**src/verilog/exu_alu_config.svh**
```systemverilog
`ifndef EXU_ALU_CONFIG_SVH
`define EXU_ALU_CONFIG_SVH

////////////////////////////////////////////////////////////
// Datapath widths
////////////////////////////////////////////////////////////

`define ALU_XLEN     32
`define ALU_PC_W     32
`define ALU_RFIDX_W  5   // x0..x31

// Width of the decoded op field from dispatch
`define ALU_OP_W     4

// Link value is pc plus one 32-bit instruction
`define ALU_LINK_INC 4

`endif

```
**src/verilog/exu_alu_pkg.sv**
```systemverilog
package exu_alu_pkg;

`include "exu_alu_config.svh"

  typedef logic [`ALU_XLEN-1:0]    xlen_t;
  typedef logic [`ALU_PC_W-1:0]    pc_t;
  typedef logic [`ALU_RFIDX_W-1:0] rfidx_t;
  typedef logic [`ALU_OP_W-1:0]    op_t;

  // Instruction group from the decoder
  typedef enum logic [0:0] {
    GRP_ALU = 1'b0,
    GRP_BJP = 1'b1
  } grp_e;

  // Regular ALU ops, system ops at the top
  typedef enum logic [`ALU_OP_W-1:0] {
    ADD    = 4'd0,
    SUB    = 4'd1,
    XOR    = 4'd2,
    SLL    = 4'd3,
    SRL    = 4'd4,
    SRA    = 4'd5,
    OR     = 4'd6,
    AND    = 4'd7,
    SLT    = 4'd8,
    SLTU   = 4'd9,
    LUI    = 4'd10,
    ECALL  = 4'd11,
    EBREAK = 4'd12,
    WFI    = 4'd13
  } rglr_op_e;

  typedef enum logic [`ALU_OP_W-1:0] {
    BEQ  = 4'd0,
    BNE  = 4'd1,
    BLT  = 4'd2,
    BGE  = 4'd3,
    BLTU = 4'd4,
    BGEU = 4'd5,
    JAL  = 4'd6,
    JALR = 4'd7
  } bjp_op_e;

  // Shared datapath operation
  typedef enum logic [`ALU_OP_W-1:0] {
    DP_ADD   = 4'd0,
    DP_SUB   = 4'd1,
    DP_XOR   = 4'd2,
    DP_SLL   = 4'd3,
    DP_SRL   = 4'd4,
    DP_SRA   = 4'd5,
    DP_OR    = 4'd6,
    DP_AND   = 4'd7,
    DP_SLT   = 4'd8,
    DP_SLTU  = 4'd9,
    DP_PASS2 = 4'd10
  } dp_op_e;

endpackage

```
**src/verilog/exu_alu_rglr.sv**
```systemverilog
`timescale 1ns/10ps

module exu_alu_rglr
  import exu_alu_pkg::*;
(
  input  logic     i_valid,
  input  rglr_op_e i_op,
  input  logic     i_op2imm,
  input  xlen_t    i_rs1,
  input  xlen_t    i_rs2,
  input  xlen_t    i_imm,
  // Datapath request
  output dp_op_e   o_dp_op,
  output xlen_t    o_dp_op1,
  output xlen_t    o_dp_op2,
  // Commit flags
  output logic     o_err,
  output logic     o_ecall,
  output logic     o_ebreak,
  output logic     o_wfi
);

  logic use_imm;

  always_comb begin
    case (i_op)
      ADD:     o_dp_op = DP_ADD;
      SUB:     o_dp_op = DP_SUB;
      XOR:     o_dp_op = DP_XOR;
      SLL:     o_dp_op = DP_SLL;
      SRL:     o_dp_op = DP_SRL;
      SRA:     o_dp_op = DP_SRA;
      OR:      o_dp_op = DP_OR;
      AND:     o_dp_op = DP_AND;
      SLT:     o_dp_op = DP_SLT;
      SLTU:    o_dp_op = DP_SLTU;
      LUI:     o_dp_op = DP_PASS2;   // Upper immediate comes in pre-shifted
      default: o_dp_op = DP_ADD;     // System ops, result is dropped
    endcase
  end

  // lui always takes the immediate, I-type ops by decode
  assign use_imm  = i_op2imm | (i_op == LUI);
  assign o_dp_op1 = i_rs1;
  assign o_dp_op2 = use_imm ? i_imm : i_rs2;

  ////////////////////////////////////////////////////////////
  // System ops
  ////////////////////////////////////////////////////////////

  assign o_ecall  = i_valid & (i_op == ECALL);
  assign o_ebreak = i_valid & (i_op == EBREAK);
  assign o_wfi    = i_valid & (i_op == WFI);

  // Trap to commit, never written back
  assign o_err = o_ecall | o_ebreak | o_wfi;

endmodule

```
**src/verilog/exu_alu_bjp.sv**
```systemverilog
`timescale 1ns/10ps
`include "exu_alu_config.svh"

module exu_alu_bjp
  import exu_alu_pkg::*;
(
  input  logic    i_valid,
  input  bjp_op_e i_op,
  input  xlen_t   i_rs1,
  input  xlen_t   i_rs2,
  input  pc_t     i_pc,
  // Flags back from the comparator
  input  logic    i_dp_eq,
  input  logic    i_dp_lt,
  input  logic    i_dp_ltu,
  // Link add request
  output dp_op_e  o_dp_op,
  output xlen_t   o_dp_op1,
  output xlen_t   o_dp_op2,
  // Comparator operands
  output xlen_t   o_cmp_op1,
  output xlen_t   o_cmp_op2,
  output logic    o_cmt_bjp,
  output logic    o_rslv
);

  logic taken;

  ////////////////////////////////////////////////////////////
  // Outcome
  ////////////////////////////////////////////////////////////

  always_comb begin
    case (i_op)
      BEQ:     taken = i_dp_eq;
      BNE:     taken = ~i_dp_eq;
      BLT:     taken = i_dp_lt;
      BGE:     taken = ~i_dp_lt;
      BLTU:    taken = i_dp_ltu;
      BGEU:    taken = ~i_dp_ltu;
      default: taken = 1'b1;   // jal and jalr
    endcase
  end

  assign o_cmt_bjp = i_valid;
  assign o_rslv    = i_valid & taken;

  // Link value pc+4, target left to commit
  assign o_dp_op   = DP_ADD;
  assign o_dp_op1  = xlen_t'(i_pc);
  assign o_dp_op2  = xlen_t'(`ALU_LINK_INC);

  // rs1/rs2 go to the comparator, not the adder
  assign o_cmp_op1 = i_rs1;
  assign o_cmp_op2 = i_rs2;

  // Decoder must never hand over an op outside the table
  always_comb begin
    if (i_valid) begin
      a_legal_op: assert (i_op inside {BEQ, BNE, BLT, BGE, BLTU, BGEU, JAL, JALR})
        else $error("Illegal bjp op %0d", i_op);
    end
  end

endmodule

```
**src/verilog/exu_alu_dpath.sv**
```systemverilog
`timescale 1ns/10ps
`include "exu_alu_config.svh"

module exu_alu_dpath
  import exu_alu_pkg::*;
(
  input  dp_op_e i_op,
  input  xlen_t  i_op1,
  input  xlen_t  i_op2,
  input  xlen_t  i_cmp_op1,
  input  xlen_t  i_cmp_op2,
  output xlen_t  o_res,
  output logic   o_eq,
  output logic   o_lt,
  output logic   o_ltu
);

  function automatic xlen_t bit_rev(input xlen_t v);
    xlen_t r;
    for (int k = 0; k < `ALU_XLEN; k++) begin
      r[k] = v[`ALU_XLEN-1-k];
    end
    return r;
  endfunction

  ////////////////////////////////////////////////////////////
  // Adder, shared by add, sub, slt and sltu
  ////////////////////////////////////////////////////////////

  logic               is_sub;
  logic               sext;
  logic [`ALU_XLEN:0] add_a;
  logic [`ALU_XLEN:0] add_b;
  logic [`ALU_XLEN:0] add_res;

  assign is_sub = (i_op == DP_SUB) | (i_op == DP_SLT) | (i_op == DP_SLTU);
  assign sext   = (i_op != DP_SLTU);   // Zero extend only for unsigned compare

  // One extra bit so the MSB of the difference is the less-than
  assign add_a   = {sext & i_op1[`ALU_XLEN-1], i_op1};
  assign add_b   = {sext & i_op2[`ALU_XLEN-1], i_op2};
  assign add_res = add_a + (is_sub ? ~add_b : add_b) + {{`ALU_XLEN{1'b0}}, is_sub};

  ////////////////////////////////////////////////////////////
  // Shifter
  ////////////////////////////////////////////////////////////

  // Left shifts run through the right shifter bit-reversed
  logic [4:0]         shamt;
  xlen_t              shf_src;
  logic               shf_fill;
  logic [`ALU_XLEN:0] shf_wide;
  xlen_t              shf_res;

  assign shamt    = i_op2[4:0];
  assign shf_src  = (i_op == DP_SLL) ? bit_rev(i_op1) : i_op1;
  assign shf_fill = (i_op == DP_SRA) & i_op1[`ALU_XLEN-1];   // Sign fill for sra only
  assign shf_wide = $signed({shf_fill, shf_src}) >>> shamt;
  assign shf_res  = shf_wide[`ALU_XLEN-1:0];

  ////////////////////////////////////////////////////////////
  // Result select
  ////////////////////////////////////////////////////////////

  always_comb begin
    case (i_op)
      DP_ADD,
      DP_SUB:   o_res = add_res[`ALU_XLEN-1:0];
      DP_SLT,
      DP_SLTU:  o_res = {{(`ALU_XLEN-1){1'b0}}, add_res[`ALU_XLEN]};
      DP_SLL:   o_res = bit_rev(shf_res);
      DP_SRL,
      DP_SRA:   o_res = shf_res;
      DP_XOR:   o_res = i_op1 ^ i_op2;
      DP_OR:    o_res = i_op1 | i_op2;
      DP_AND:   o_res = i_op1 & i_op2;
      DP_PASS2: o_res = i_op2;
      default:  o_res = '0;
    endcase
  end

  // Branch comparator, separate from the adder
  assign o_eq  = (i_cmp_op1 == i_cmp_op2);
  assign o_lt  = ($signed(i_cmp_op1) < $signed(i_cmp_op2));
  assign o_ltu = (i_cmp_op1 < i_cmp_op2);

endmodule

```
**src/verilog/exu_alu_cmt_slot.sv**
```systemverilog
`timescale 1ns/10ps

module exu_alu_cmt_slot
  import exu_alu_pkg::*;
(
  input  logic   clk,
  input  logic   i_arst_n,
  input  logic   i_load,
  output logic   o_ready,
  // Entry in
  input  xlen_t  i_wdat,
  input  rfidx_t i_rdidx,
  input  logic   i_rdwen,
  input  logic   i_err,
  input  pc_t    i_pc,
  input  xlen_t  i_imm,
  input  logic   i_cmt_bjp,
  input  logic   i_cmt_bjp_prdt,
  input  logic   i_cmt_bjp_rslv,
  input  logic   i_cmt_ecall,
  input  logic   i_cmt_ebreak,
  input  logic   i_cmt_wfi,
  input  logic   i_cmt_ifu_ilegl,
  input  logic   i_cmt_ifu_buserr,
  input  logic   i_cmt_ifu_misalgn,
  // Commit port
  output logic   o_cmt_valid,
  input  logic   i_cmt_ready,
  output pc_t    o_cmt_pc,
  output xlen_t  o_cmt_imm,
  output logic   o_cmt_bjp,
  output logic   o_cmt_bjp_prdt,
  output logic   o_cmt_bjp_rslv,
  output logic   o_cmt_ecall,
  output logic   o_cmt_ebreak,
  output logic   o_cmt_wfi,
  output logic   o_cmt_ifu_ilegl,
  output logic   o_cmt_ifu_buserr,
  output logic   o_cmt_ifu_misalgn,
  // Write-back port
  output logic   o_wbck_valid,
  input  logic   i_wbck_ready,
  output xlen_t  o_wbck_wdat,
  output rfidx_t o_wbck_rdidx
);

  logic       full_r;
  xlen_t      wdat_r;
  rfidx_t     rdidx_r;
  logic       rdwen_r;
  logic       err_r;
  pc_t        pc_r;
  xlen_t      imm_r;
  logic [8:0] flags_r;   // bjp group, then system, then fetch
  logic       need_wbck;
  logic       fire;

  ////////////////////////////////////////////////////////////
  // Joined handshake
  ////////////////////////////////////////////////////////////

  assign need_wbck = rdwen_r & ~err_r;

  // Commit and write-back each wait on the other's ready
  assign o_cmt_valid  = full_r & (~need_wbck | i_wbck_ready);
  assign o_wbck_valid = full_r & need_wbck & i_cmt_ready;
  assign fire         = o_cmt_valid & i_cmt_ready;
  assign o_ready      = ~full_r | fire;   // Refill in the firing cycle

  always_ff @(posedge clk or negedge i_arst_n) begin
    if (!i_arst_n) begin
      full_r <= 1'b0;
    end else if (i_load) begin
      full_r <= 1'b1;
    end else if (fire) begin
      full_r <= 1'b0;
    end
  end

  // Entry payload
  always_ff @(posedge clk) begin
    if (i_load) begin
      wdat_r  <= i_wdat;
      rdidx_r <= i_rdidx;
      rdwen_r <= i_rdwen;
      err_r   <= i_err;
      pc_r    <= i_pc;
      imm_r   <= i_imm;
      flags_r <= {i_cmt_bjp, i_cmt_bjp_prdt, i_cmt_bjp_rslv,
                  i_cmt_ecall, i_cmt_ebreak, i_cmt_wfi,
                  i_cmt_ifu_ilegl, i_cmt_ifu_buserr, i_cmt_ifu_misalgn};
    end
  end

  assign o_cmt_pc     = pc_r;
  assign o_cmt_imm    = imm_r;
  assign o_wbck_wdat  = wdat_r;
  assign o_wbck_rdidx = rdidx_r;
  assign {o_cmt_bjp, o_cmt_bjp_prdt, o_cmt_bjp_rslv,
          o_cmt_ecall, o_cmt_ebreak, o_cmt_wfi,
          o_cmt_ifu_ilegl, o_cmt_ifu_buserr, o_cmt_ifu_misalgn} = flags_r;

  ////////////////////////////////////////////////////////////
  // Checks
  ////////////////////////////////////////////////////////////

  // Trap and fetch-fault entries never reach the register file
  a_wbck_need: assert property (@(posedge clk) disable iff (!i_arst_n)
    o_wbck_valid |-> !(|flags_r[5:0]))
    else $error("Write-back for an entry that needs none");

  // Upstream must not overwrite a held entry
  a_entry_hold: assert property (@(posedge clk) disable iff (!i_arst_n)
    full_r && !fire |=> full_r &&
      $stable({wdat_r, rdidx_r, rdwen_r, err_r, pc_r, imm_r, flags_r}))
    else $error("Commit entry changed under back-pressure");

endmodule

```
**src/verilog/exu_alu.sv**
```systemverilog
`timescale 1ns/10ps
`include "exu_alu_config.svh"

module exu_alu
  import exu_alu_pkg::*;
(
  input  logic   clk,
  input  logic   i_arst_n,
  // Issue side
  input  logic   i_valid,
  output logic   o_ready,
  input  grp_e   i_grp,
  input  op_t    i_op,
  input  logic   i_op2imm,
  input  xlen_t  i_rs1,
  input  xlen_t  i_rs2,
  input  xlen_t  i_imm,
  input  pc_t    i_pc,
  input  rfidx_t i_rdidx,
  input  logic   i_rdwen,
  input  logic   i_bjp_prdt,
  input  logic   i_ilegl,
  input  logic   i_buserr,
  input  logic   i_misalgn,
  // Commit port
  output logic   o_cmt_valid,
  input  logic   i_cmt_ready,
  output pc_t    o_cmt_pc,
  output xlen_t  o_cmt_imm,
  output logic   o_cmt_bjp,
  output logic   o_cmt_bjp_prdt,
  output logic   o_cmt_bjp_rslv,
  output logic   o_cmt_ecall,
  output logic   o_cmt_ebreak,
  output logic   o_cmt_wfi,
  output logic   o_cmt_ifu_ilegl,
  output logic   o_cmt_ifu_buserr,
  output logic   o_cmt_ifu_misalgn,
  // Write-back port
  output logic   o_wbck_valid,
  input  logic   i_wbck_ready,
  output xlen_t  o_wbck_wdat,
  output rfidx_t o_wbck_rdidx
);

  ////////////////////////////////////////////////////////////
  // Group decode and operand gating
  ////////////////////////////////////////////////////////////

  logic   ifu_excp;
  logic   alu_sel;
  logic   bjp_sel;
  logic   rglr_valid;
  logic   bjp_valid;

  assign ifu_excp = i_ilegl | i_buserr | i_misalgn;      // Overrides the group
  assign alu_sel  = ~ifu_excp & (i_grp == GRP_ALU);
  assign bjp_sel  = ~ifu_excp & (i_grp == GRP_BJP);

  assign rglr_valid = i_valid & alu_sel;
  assign bjp_valid  = i_valid & bjp_sel;

  // Idle unit sees zeros so its request stays quiet
  op_t    rglr_op;
  op_t    bjp_op;
  xlen_t  rglr_rs1;
  xlen_t  rglr_rs2;
  xlen_t  rglr_imm;
  xlen_t  bjp_rs1;
  xlen_t  bjp_rs2;
  pc_t    bjp_pc;

  assign rglr_op  = {`ALU_OP_W{alu_sel}} & i_op;
  assign rglr_rs1 = {`ALU_XLEN{alu_sel}} & i_rs1;
  assign rglr_rs2 = {`ALU_XLEN{alu_sel}} & i_rs2;
  assign rglr_imm = {`ALU_XLEN{alu_sel}} & i_imm;
  assign bjp_op   = {`ALU_OP_W{bjp_sel}} & i_op;
  assign bjp_rs1  = {`ALU_XLEN{bjp_sel}} & i_rs1;
  assign bjp_rs2  = {`ALU_XLEN{bjp_sel}} & i_rs2;
  assign bjp_pc   = {`ALU_PC_W{bjp_sel}} & i_pc;

  ////////////////////////////////////////////////////////////
  // Functional units
  ////////////////////////////////////////////////////////////

  dp_op_e rglr_dp_op;
  xlen_t  rglr_dp_op1;
  xlen_t  rglr_dp_op2;
  logic   rglr_err;
  logic   rglr_ecall;
  logic   rglr_ebreak;
  logic   rglr_wfi;

  exu_alu_rglr u_rglr (
    .i_valid   (rglr_valid),
    .i_op      (rglr_op_e'(rglr_op)),
    .i_op2imm  (i_op2imm),
    .i_rs1     (rglr_rs1),
    .i_rs2     (rglr_rs2),
    .i_imm     (rglr_imm),
    .o_dp_op   (rglr_dp_op),
    .o_dp_op1  (rglr_dp_op1),
    .o_dp_op2  (rglr_dp_op2),
    .o_err     (rglr_err),
    .o_ecall   (rglr_ecall),
    .o_ebreak  (rglr_ebreak),
    .o_wfi     (rglr_wfi)
  );

  dp_op_e bjp_dp_op;
  xlen_t  bjp_dp_op1;
  xlen_t  bjp_dp_op2;
  xlen_t  cmp_op1;
  xlen_t  cmp_op2;
  logic   bjp_cmt;
  logic   bjp_rslv;
  logic   dp_eq;
  logic   dp_lt;
  logic   dp_ltu;

  exu_alu_bjp u_bjp (
    .i_valid   (bjp_valid),
    .i_op      (bjp_op_e'(bjp_op)),
    .i_rs1     (bjp_rs1),
    .i_rs2     (bjp_rs2),
    .i_pc      (bjp_pc),
    .i_dp_eq   (dp_eq),
    .i_dp_lt   (dp_lt),
    .i_dp_ltu  (dp_ltu),
    .o_dp_op   (bjp_dp_op),
    .o_dp_op1  (bjp_dp_op1),
    .o_dp_op2  (bjp_dp_op2),
    .o_cmp_op1 (cmp_op1),
    .o_cmp_op2 (cmp_op2),
    .o_cmt_bjp (bjp_cmt),
    .o_rslv    (bjp_rslv)
  );

  // Shared datapath request
  dp_op_e dp_op;
  xlen_t  dp_op1;
  xlen_t  dp_op2;
  xlen_t  dp_res;

  always_comb begin
    if (bjp_sel) begin
      dp_op  = bjp_dp_op;
      dp_op1 = bjp_dp_op1;
      dp_op2 = bjp_dp_op2;
    end else begin
      dp_op  = rglr_dp_op;
      dp_op1 = rglr_dp_op1;
      dp_op2 = rglr_dp_op2;
    end
  end

  exu_alu_dpath u_dpath (
    .i_op      (dp_op),
    .i_op1     (dp_op1),
    .i_op2     (dp_op2),
    .i_cmp_op1 (cmp_op1),
    .i_cmp_op2 (cmp_op2),
    .o_res     (dp_res),
    .o_eq      (dp_eq),
    .o_lt      (dp_lt),
    .o_ltu     (dp_ltu)
  );

  ////////////////////////////////////////////////////////////
  // Commit slot
  ////////////////////////////////////////////////////////////

  exu_alu_cmt_slot u_cmt_slot (
    .clk                (clk),
    .i_arst_n           (i_arst_n),
    .i_load             (i_valid & o_ready),
    .o_ready            (o_ready),
    .i_wdat             ({`ALU_XLEN{~ifu_excp}} & dp_res),
    .i_rdidx            (i_rdidx),
    .i_rdwen            (i_rdwen),
    .i_err              (ifu_excp | rglr_err),
    .i_pc               (i_pc),
    .i_imm              (i_imm),
    .i_cmt_bjp          (bjp_sel & bjp_cmt),
    .i_cmt_bjp_prdt     (bjp_sel & i_bjp_prdt),
    .i_cmt_bjp_rslv     (bjp_sel & bjp_rslv),
    .i_cmt_ecall        (alu_sel & rglr_ecall),
    .i_cmt_ebreak       (alu_sel & rglr_ebreak),
    .i_cmt_wfi          (alu_sel & rglr_wfi),
    .i_cmt_ifu_ilegl    (i_ilegl),
    .i_cmt_ifu_buserr   (i_buserr),
    .i_cmt_ifu_misalgn  (i_misalgn),
    .o_cmt_valid        (o_cmt_valid),
    .i_cmt_ready        (i_cmt_ready),
    .o_cmt_pc           (o_cmt_pc),
    .o_cmt_imm          (o_cmt_imm),
    .o_cmt_bjp          (o_cmt_bjp),
    .o_cmt_bjp_prdt     (o_cmt_bjp_prdt),
    .o_cmt_bjp_rslv     (o_cmt_bjp_rslv),
    .o_cmt_ecall        (o_cmt_ecall),
    .o_cmt_ebreak       (o_cmt_ebreak),
    .o_cmt_wfi          (o_cmt_wfi),
    .o_cmt_ifu_ilegl    (o_cmt_ifu_ilegl),
    .o_cmt_ifu_buserr   (o_cmt_ifu_buserr),
    .o_cmt_ifu_misalgn  (o_cmt_ifu_misalgn),
    .o_wbck_valid       (o_wbck_valid),
    .i_wbck_ready       (i_wbck_ready),
    .o_wbck_wdat        (o_wbck_wdat),
    .o_wbck_rdidx       (o_wbck_rdidx)
  );

  // At most one source of commit flags per instruction
  a_one_unit: assert property (@(posedge clk) disable iff (!i_arst_n)
    $onehot0({bjp_cmt, rglr_err, ifu_excp}))
    else $error("More than one unit flagged the same instruction");

endmodule

```
**config.mk**
```make
export PLATFORM = sky130hd
export DESIGN_NAME = exu_alu
export DESIGN_NICKNAME = d
export VERILOG_FILES = /design/src/verilog/exu_alu_pkg.sv /design/src/verilog/exu_alu_rglr.sv /design/src/verilog/exu_alu_bjp.sv /design/src/verilog/exu_alu_dpath.sv /design/src/verilog/exu_alu_cmt_slot.sv /design/src/verilog/exu_alu.sv
export VERILOG_INCLUDE_DIRS = /design/src /design/src/verilog
export SDC_FILE = /design/constraint.sdc
export NUM_CORES = 1
export LEC_CHECK = 0
export BUFFER_PORTS_ARGS = -buffer_cell sky130_fd_sc_hd__clkbuf_2
export CAP_MARGIN = 20
export CORE_MARGIN = 4
export CORE_UTILIZATION = 30
export CTS_CLUSTER_DIAMETER = 150
export DETAILED_ROUTE_END_ITERATION = 7
export PLACE_DENSITY_LB_ADDON = 0.3
export SLEW_MARGIN = 20
export SYNTH_ARGS = -nofsm -noshare
export SYNTH_HDL_FRONTEND = slang
export SYNTH_SLANG_ARGS = --single-unit
export TNS_END_PERCENT = 10
```
**constraint.sdc**
```tcl
create_clock -name clk -period 3.69 [get_ports clk]
set_input_delay 0.369 -clock clk [delete_from_list [all_inputs] [get_ports clk]]
set_output_delay 0.369 -clock clk [all_outputs]
set_load 0.01 [all_outputs]
```
; ---- After elaboration in Yosys (flattened, before gate mapping)
; Memory sizes are Yosys's and may differ from the RTL's.
; Index checks and enable logic that the tools add are counted.
[totals]
register_bits = 113
rom_bits = 64
inputBits = 149
output_inout_bits = 113
wordCells = 105
memories = 1
[memory_table]
columns = name, depth, width, read_ports, rd_ports_with_merged_regs, write_ports, line
row1 = (name not given), 16, 4, 1, 0, 0, exu_alu_rglr.sv:26  ; case (i_op)
[classes]
add_sub_neg = 2
order_cmp = 2
n_eq_ne = 21
shift = 1
muxes = 10
bitwise_logic = 54
reduce_logical = 6
[op_table]
columns = cell, count
row1 = 32-bit AND, 8
row2 = 32-bit case mux with 8 select lines, 1
row3 = 32-bit 2-to-1 mux, 4
row4 = 32-bit < comparator, 2
row5 = 33-bit by 1-bit adder with 33-bit output, 1
row6 = 33-bit adder, 1
row7 = 33-bit 2-to-1 mux, 1
row8 = 33-bit NOT, 1
row9 = 33-bit by 5-bit >>> shifter with 32-bit output, 1
row10 = 32-bit equality test, 1
row11 = 32-bit bitwise OR, 1
row12 = 32-bit bitwise XOR, 1
row13 = "4-bit equality test, second input constant", 7
row14 = "4-bit by 3-bit equality test with 1-bit output, second input constant", 6
row15 = 1-bit AND, 23
row16 = "4-bit by 2-bit equality test with 1-bit output, second input constant", 4
row17 = 1-bit bitwise OR, 10
row18 = 4-bit AND, 2
row19 = "4-bit by 1-bit equality test with 1-bit output, second input constant", 2
row20 = 4-bit logical NOT, 2
row21 = 1-bit NOT, 8
row22 = 1-bit case mux with 6 select lines, 1
row23 = 2-bit OR reduction, 3
row24 = 4-bit 2-to-1 mux, 1
row25 = other kinds (3), 4

; ---- Longest topological paths before layout
[logic_depth]
depth_word = 16
ltp_mapped = 20
ltp_nobuf = 16

; ---- Cells and area by module
; From an unflattened synthesis, not the netlist that was laid out.
[hier_totals]
hier_cells = 1728
hier_area_um2 = 15406.0
[by_module_without_submodules]
columns = module, instances, cells_each, area_per_inst_um2, seq_area_each_um2
row1 = exu_alu_dpath, 1, 1037, 7611.0, 0.0
row2 = exu_alu_cmt_slot, 1, 121, 3439.5, 3388.2
row3 = exu_alu, 1, 346, 2538.7, 0.0
row4 = exu_alu_bjp, 1, 141, 1052.3, 0.0
row5 = exu_alu_rglr, 1, 83, 764.5, 0.0

; ---- Least setup slack after synthesis
; OpenSTA, ideal clock, no wires.
[synth_timing]
kind = input-to-reg
start = input i_grp
end = register u_cmt_slot.wdat_r[20], in the netlist u_cmt_slot.o_wbck_wdat[20], data pin
setup_ns = 0.270
arrival_time_ns = 4.517
required_ns = 3.420
setup_slack_ns = -1.097
path_stages = 18
n_path_buf = 4
path_cell_list = buf_2 -> or4_1 -> clkbuf_1 -> clkbuf_1 -> nor3_1 -> buf_2 -> xor2_1 -> ha_1 -> or3_1 -> o211ai_1 -> a21oi_1 -> a2111oi_0 -> o31ai_1 -> a221oi_1 -> xnor2_1 -> o221ai_1 -> a21oi_1 -> a21oi_1
[synth_via]
elab_chain_len = 13
word_cells_on_any_way = 43
cone_classes = 2 x add/sub / 11 x eq/ne / 1 x shift / 7 x mux / 17 x bitwise / 4 x reduce/logical / 1 x memory
[synth_lines]
columns = element, line
row1 = start: declaration, exu_alu.sv:12  ; input grp_e i_grp,
row2 = 1-bit NOT, exu_alu.sv:57  ; assign alu_sel = ~ifu_excp & (i_grp == GRP_ALU);
row3 = 1-bit AND, exu_alu.sv:57
row4 = 4-bit AND, exu_alu.sv:73  ; assign rglr_op = {`ALU_OP_W{alu_sel}} & i_op;
row5 = memory read 16 x 4 bit / 4-bit equality test (equally long branches), n/a
row6 = 4-bit 2-to-1 mux / 1-bit bitwise OR (equally long branches), "exu_alu.sv:146, exu_alu_rglr.sv:43"
row7 = "4-bit by 1-bit equality test with 1-bit output, or another cell as far along", "exu_alu_dpath.sv:36, exu_alu_dpath.sv:66"
row8 = 1-bit bitwise OR / 32-bit 2-to-1 mux (equally long branches), "exu_alu_dpath.sv:36, exu_alu.sv:146"
row9 = 1-bit bitwise OR / 33-bit NOT (equally long branches), "exu_alu_dpath.sv:36, exu_alu_dpath.sv:42"
row10 = 33-bit 2-to-1 mux, exu_alu_dpath.sv:42  ; assign add_res = add_a + (is_sub ? ~add_b : add_b) + {{`ALU_XLEN{1'b0}}, is_sub};
row11 = 33-bit adder, exu_alu_dpath.sv:42
row12 = 33-bit by 1-bit adder with 33-bit output, exu_alu_dpath.sv:42
row13 = 32-bit case mux with 8 select lines *, exu_alu_dpath.sv:66  ; case (i_op)
row14 = 32-bit AND *, exu_alu.sv:178  ; .i_wdat ({`ALU_XLEN{~ifu_excp}} & dp_res),
row15 = named net u_cmt_slot.i_wdat[20], exu_alu_cmt_slot.sv:11  ; input xlen_t i_wdat,
row16 = end signal: assignment, exu_alu_cmt_slot.sv:83  ; wdat_r <= i_wdat;
row17 = end: declaration, exu_alu_cmt_slot.sv:48  ; xlen_t wdat_r;
; Mark *: on every way through the listed nets, which the timed path passes. The rest lies on a longest branch.
; A chain may end at the register's enable or synchronous reset.

; ---- Worst setup path in the final report
[layout_timing]
start = input i_ilegl
end = register u_cmt_slot.wdat_r[24], in the netlist u_cmt_slot.o_wbck_wdat[24], data pin
[layout_via]
elab_chain_len = 15
word_cells_on_any_way = 45
cone_classes = 2 x add/sub / 11 x eq/ne / 1 x shift / 7 x mux / 19 x bitwise / 4 x reduce/logical / 1 x memory
[layout_lines]
columns = element, line
row1 = start: declaration, exu_alu.sv:22  ; input logic i_ilegl,
row2 = 1-bit bitwise OR * (2 in a row), exu_alu.sv:56  ; assign ifu_excp = i_ilegl | i_buserr | i_misalgn;
row3 = 1-bit NOT *, "exu_alu.sv:57, exu_alu.sv:58, exu_alu.sv:178"
row4 = 1-bit AND, exu_alu.sv:57
row5 = 4-bit AND, exu_alu.sv:73
row6 = memory read 16 x 4 bit / 4-bit equality test (equally long branches), n/a
row7 = 4-bit 2-to-1 mux / 1-bit bitwise OR (equally long branches), "exu_alu.sv:146, exu_alu_rglr.sv:43"
row8 = "4-bit by 1-bit equality test with 1-bit output, or another cell as far along", "exu_alu_dpath.sv:36, exu_alu_dpath.sv:66"
row9 = 1-bit bitwise OR / 32-bit 2-to-1 mux (equally long branches), "exu_alu_dpath.sv:36, exu_alu.sv:146"
row10 = 1-bit bitwise OR / 33-bit NOT (equally long branches), "exu_alu_dpath.sv:36, exu_alu_dpath.sv:42"
row11 = 33-bit 2-to-1 mux, exu_alu_dpath.sv:42
row12 = 33-bit adder, exu_alu_dpath.sv:42
row13 = 33-bit by 1-bit adder with 33-bit output, exu_alu_dpath.sv:42
row14 = 32-bit case mux with 8 select lines, exu_alu_dpath.sv:66
row15 = 32-bit AND *, exu_alu.sv:178
row16 = named net u_cmt_slot.i_wdat[24], exu_alu_cmt_slot.sv:11
; Marks and branches as above.

==> results.json <==
{
  "syn_inst": 1483,
  "cell_area_synth_mm2": 0.0123,
  "dpl_cells": 2534,
  "crit_path_top_delay_cell": "sky130_fd_sc_hd__or4_4",
  "hpwlAfterDp_um": 50100,
  "count_of_port_buffers_added_during_placement": 261,
  "clk_pwr_share_pct": 41.2,
  "synth_seq_area_share_pct": 27.5,
  "die_width_um": 211,
  "timing.clock.skew_ns": 0.0250,
  "cts.htree.levels": 4,
  "ctsLongestPathBuffers": 2,
  "synth.net_count": 1760,
  "drive_above_1_share_pct": 36.8,
  "critPathMostFrequentCell": "sky130_fd_sc_hd__buf_4",
  "critPathCaptureType": "register",
  "initial_utilization_pct": 30.3,
  "p_leak_nw": 8.80,
  "drtPass1Iterations": 8,
  "unrepaired_setup_endpoints_after_global_routing": "true",
  "grt-ovfl-total": 0,
  "share_of_the_clock_period_used_by_the_worst_path_pct": 105,
  "total_switching_power_mw": 1.31,
  "routed_wire_length_per_instance_um": 23.6,
  "dpl-instance-area_mm2": 0.0169,
  "worst_skew_pair.late_latency_ns": 0.47,
  "p_per_area_mw_per_mm2": 244,
  "final_hold_violations": 0,
  "flow.area_growth_from_synthesis_pct": 45.1,
  "timing.critical_path.cells": "clkbuf_2 > or4_4 > o21ai_4 > buf_12 > nand2_1 > a21oi_2 > xor2_1 > ha_2 > or3_4 > nand3b_1 > a2111oi_4 > o31ai_2 > a221oi_2 > buf_4 > buf_4 > o31ai_1 > o21ai_1 > xnor2_1 > a21o_1",
  "dr_iter_0_viols": 1207,
  "worstPathMaxFanout": 11,
  "cts_tree": "built",
  "power.share.switching_pct": 30.1,
  "yosysWarningCount": 0,
  "power_report.internal_total_mw": 3.05,
  "dp_worst_setup_slack_ns": -0.901,
  "rrSetupSlack_ns": 1.56,
  "result_of_the_run": "complete, but fails checks",
  "yosys_most_used_dff": "sky130_fd_sc_hd__edfxtp_1",
  "maximum_vdd_drop_v": 0.000310,
  "layout.cells.most_common_list": "339 x sky130_fd_sc_hd__buf_4, 260 x sky130_fd_sc_hd__clkbuf_2, 200 x sky130_fd_sc_hd__nand2_1, 127 x sky130_fd_sc_hd__mux2i_1, 124 x sky130_fd_sc_hd__ha_1",
  "finish.net_count": 2303,
  "fin_crit_ns": 3.86,
  "route.antenna.remaining_nets": 0,
  "violated_checks": "negative setup slack",
  "grt_start_max_net_pins": 74,
  "crit_path_max_incr_delay_ns": 0.58,
  "vias_per_cell": 5.46,
  "p_comb_share_pct": 24.2,
  "timing.max_slew.rel_slack_pct": 38.8,
  "timing.max_cap.violations": 0,
  "layout.cells.most_common": "sky130_fd_sc_hd__buf_4",
  "seqPwrFrac_pct": 34.7,
  "die_area_mm2": 0.0444,
  "routabilityCongestion": 0.984,
  "cts_made_buffers": 17,
  "clock-root-buffer": "sky130_fd_sc_hd__clkbuf_16",
  "worstMarginPinSlew_ns": 0.914,
  "worst_setup_hold_path_clk_slew_ns": 0.06,
  "cp_data_arrival_time_ns": 4.06,
  "post_synth_num_cell_types": 82,
  "first_pass_grt_wire_length_um": 88200,
  "slew_viol_final": 0,
  "cts.sinks": 113,
  "first_global_vias": 13700,
  "path_class": "primary input to register",
  "die_height_um": 211,
  "synth_area_per_cell_um2": 8.32,
  "postSynthRegisterBits": 113,
  "synth-edff-count": 112,
  "grt_antenna_before_repair": 1,
  "drt-total-wl_um": 60700,
  "timing.critical_path.from_type": "primary input",
  "fraction_of_registers_with_async_set_or_reset_after_synthesis_pct": 0.885,
  "ioPinCount": 262,
  "cell_row_count": 74,
  "fin_util_pct": 44.0,
  "floorplan.core_area_mm2": 0.0407,
  "route.vias.total": 14000,
  "layout.filler_cells": 4077,
  "hold_path.class": "primary input to register",
  "worst_slack_ns": -0.170,
  "fmax_ghz": 0.259,
  "required_ns": 3.89,
  "route.detailed.drc": 0,
  "postLayoutCellArea_mm2": 0.0179,
  "report.power.total_mw": 4.36,
  "grt_usage_pct": 26.5,
  "instances_no_fill": 2571,
  "setup_viol": 14
}
## layer usage
| metal | part of all wire (%) | track usage [%] |
|---|---|---|
| met5 | 0 | 0 |
| met4 | 3.7 | 9.75 |
| met3 | 6.2 | 4.22 |
| met2 | 47 | 44.4 |
| met1 | 43 | 34.6 |
## synthesized netlist by cell type (4+ instances only)
library cell | number | area [um2]
sky130_fd_sc_hd__o21ai_1 | 10 | 50.1
sky130_fd_sc_hd__mux2i_1 | 130 | 1300
sky130_fd_sc_hd__nand2_1 | 202 | 758
sky130_fd_sc_hd__o31ai_1 | 8 | 60.1
sky130_fd_sc_hd__o221ai_1 | 16 | 140
sky130_fd_sc_hd__a211oi_1 | 11 | 82.6
sky130_fd_sc_hd__o21ai_0 | 67 | 335
sky130_fd_sc_hd__o211ai_1 | 21 | 158
sky130_fd_sc_hd__or3_1 | 7 | 43.8
sky130_fd_sc_hd__xor2_1 | 34 | 298
sky130_fd_sc_hd__inv_1 | 76 | 285
sky130_fd_sc_hd__a22o_1 | 5 | 43.8
sky130_fd_sc_hd__buf_2 | 19 | 95.1
sky130_fd_sc_hd__edfxtp_1 | 112 | 3360
sky130_fd_sc_hd__clkbuf_1 | 65 | 244
sky130_fd_sc_hd__o22ai_1 | 5 | 31.3
sky130_fd_sc_hd__a21oi_1 | 122 | 611
sky130_fd_sc_hd__buf_4 | 4 | 30.0
sky130_fd_sc_hd__o21a_1 | 5 | 37.5
sky130_fd_sc_hd__nand3_1 | 31 | 155
sky130_fd_sc_hd__o2111ai_1 | 7 | 61.3
sky130_fd_sc_hd__o21bai_1 | 7 | 52.6
sky130_fd_sc_hd__nor3_1 | 17 | 85.1
sky130_fd_sc_hd__a21o_1 | 30 | 225
sky130_fd_sc_hd__a221o_1 | 6 | 60.1
sky130_fd_sc_hd__nor4_1 | 4 | 25.0
sky130_fd_sc_hd__nor2b_1 | 7 | 43.8
sky130_fd_sc_hd__buf_1 | 5 | 18.8
sky130_fd_sc_hd__and2_1 | 5 | 31.3
sky130_fd_sc_hd__ha_1 | 127 | 1590
sky130_fd_sc_hd__a31oi_1 | 10 | 62.6
sky130_fd_sc_hd__a221oi_1 | 29 | 254
sky130_fd_sc_hd__nand4_1 | 13 | 81.3
sky130_fd_sc_hd__nand2b_1 | 10 | 62.6
sky130_fd_sc_hd__xnor2_1 | 22 | 193
sky130_fd_sc_hd__and3_1 | 39 | 244
sky130_fd_sc_hd__nor2_1 | 126 | 473
## repair_timing
| item | CTS | global route |
|---|---|---|
| pin swaps | 14 | 11 |
| setup endpoints to repair | 19 | 30 |
| resized for setup | 36 | 34 |
| setup buffers | 2 | 2 |
| endpoints found under the hold margin | 1 | 0 |
| hold buffers | 1 | 0 |
## critical path, delay by kind of cell
kind,cells,cell delay [ns]
compound gates,8,1.50
xor+xnor,2,0.17
fa+ha+maj,1,0.19
buf+inv,4,0.51
simple gates,4,1.32
## cell families (layout without fill, tap and decap cells)
group           Yosys count  count (layout)  synth area share, %
compound gates          394             394                 21.1
xor+xnor                 56              56                 3.97
fa+ha+maj               128             128                 13.0
buf+inv                 174             729                 5.73
flops                   113             113                 27.5
mux                     132             132                 10.7
other cells               0               1                    0
simple gates            486             486                 18.0
## sequential cells by signal (all words and copies together) (netlist names)
signal / count
u_cmt_slot.o_cmt_imm: 32
u_cmt_slot.o_cmt_pc: 32
u_cmt_slot.rdwen_r: 1
u_cmt_slot.o_wbck_wdat: 32
u_cmt_slot.flags_r: 9
u_cmt_slot.full_r: 1
u_cmt_slot.o_wbck_rdidx: 5
u_cmt_slot.err_r: 1
## final cells by class
class                           count  area, um2  share of cell area (%)
Antenna cell                        1       2.50                  0.0140
Clock buffer                       18        429                    2.40
Clock inverter                     13        184                    1.03
Inverter                           79        297                    1.66
Multi-Input combinational cell   1196       8740                    48.8
Sequential cell                   113       3390                    18.9
Tap cell                          532        666                    3.72
Timing Repair Buffer              619       4200                    23.5
## stage by stage
| step | TNS, ns | hold slack, ns |
|---|---|---|
| global route | -3.19 | 0.0678 |
| finish | -0.985 | 0.0868 |
| floorplan | -12.28 | 0.0734 |
| CTS | -0.705 | 0.0632 |
| detailed placement | -16.71 | 0.146 |
| global placement | -15.96 | 0.144 |
## worst paths after layout
kind | start | to | cells after the start
worst min-delay path | i_rdidx[2] | u_cmt_slot.o_wbck_rdidx[2] | 1
worst min register to register | u_cmt_slot.full_r | u_cmt_slot.full_r | 2
worst max-delay path | i_ilegl | u_cmt_slot.o_wbck_wdat[24] | 19
max in group asynchronous | i_arst_n | u_cmt_slot.full_r | 2
min in group asynchronous | i_arst_n | u_cmt_slot.full_r | 2
worst max register to register | u_cmt_slot.rdwen_r | u_cmt_slot.o_cmt_imm[29] | 5
## power groups by stage
stage / Clock, mW / Sequential, mW / Combinational, mW
after floorplan: 0 / 1.58 / 0.428
after global placement: 0 / 1.54 / 1.01
after detailed placement: 0 / 1.54 / 1.01
after CTS: 1.84 / 1.51 / 1.03
after global routing: 1.89 / 1.52 / 1.12
final: 1.80 / 1.51 / 1.05
(Power assumes the default switching activity.)
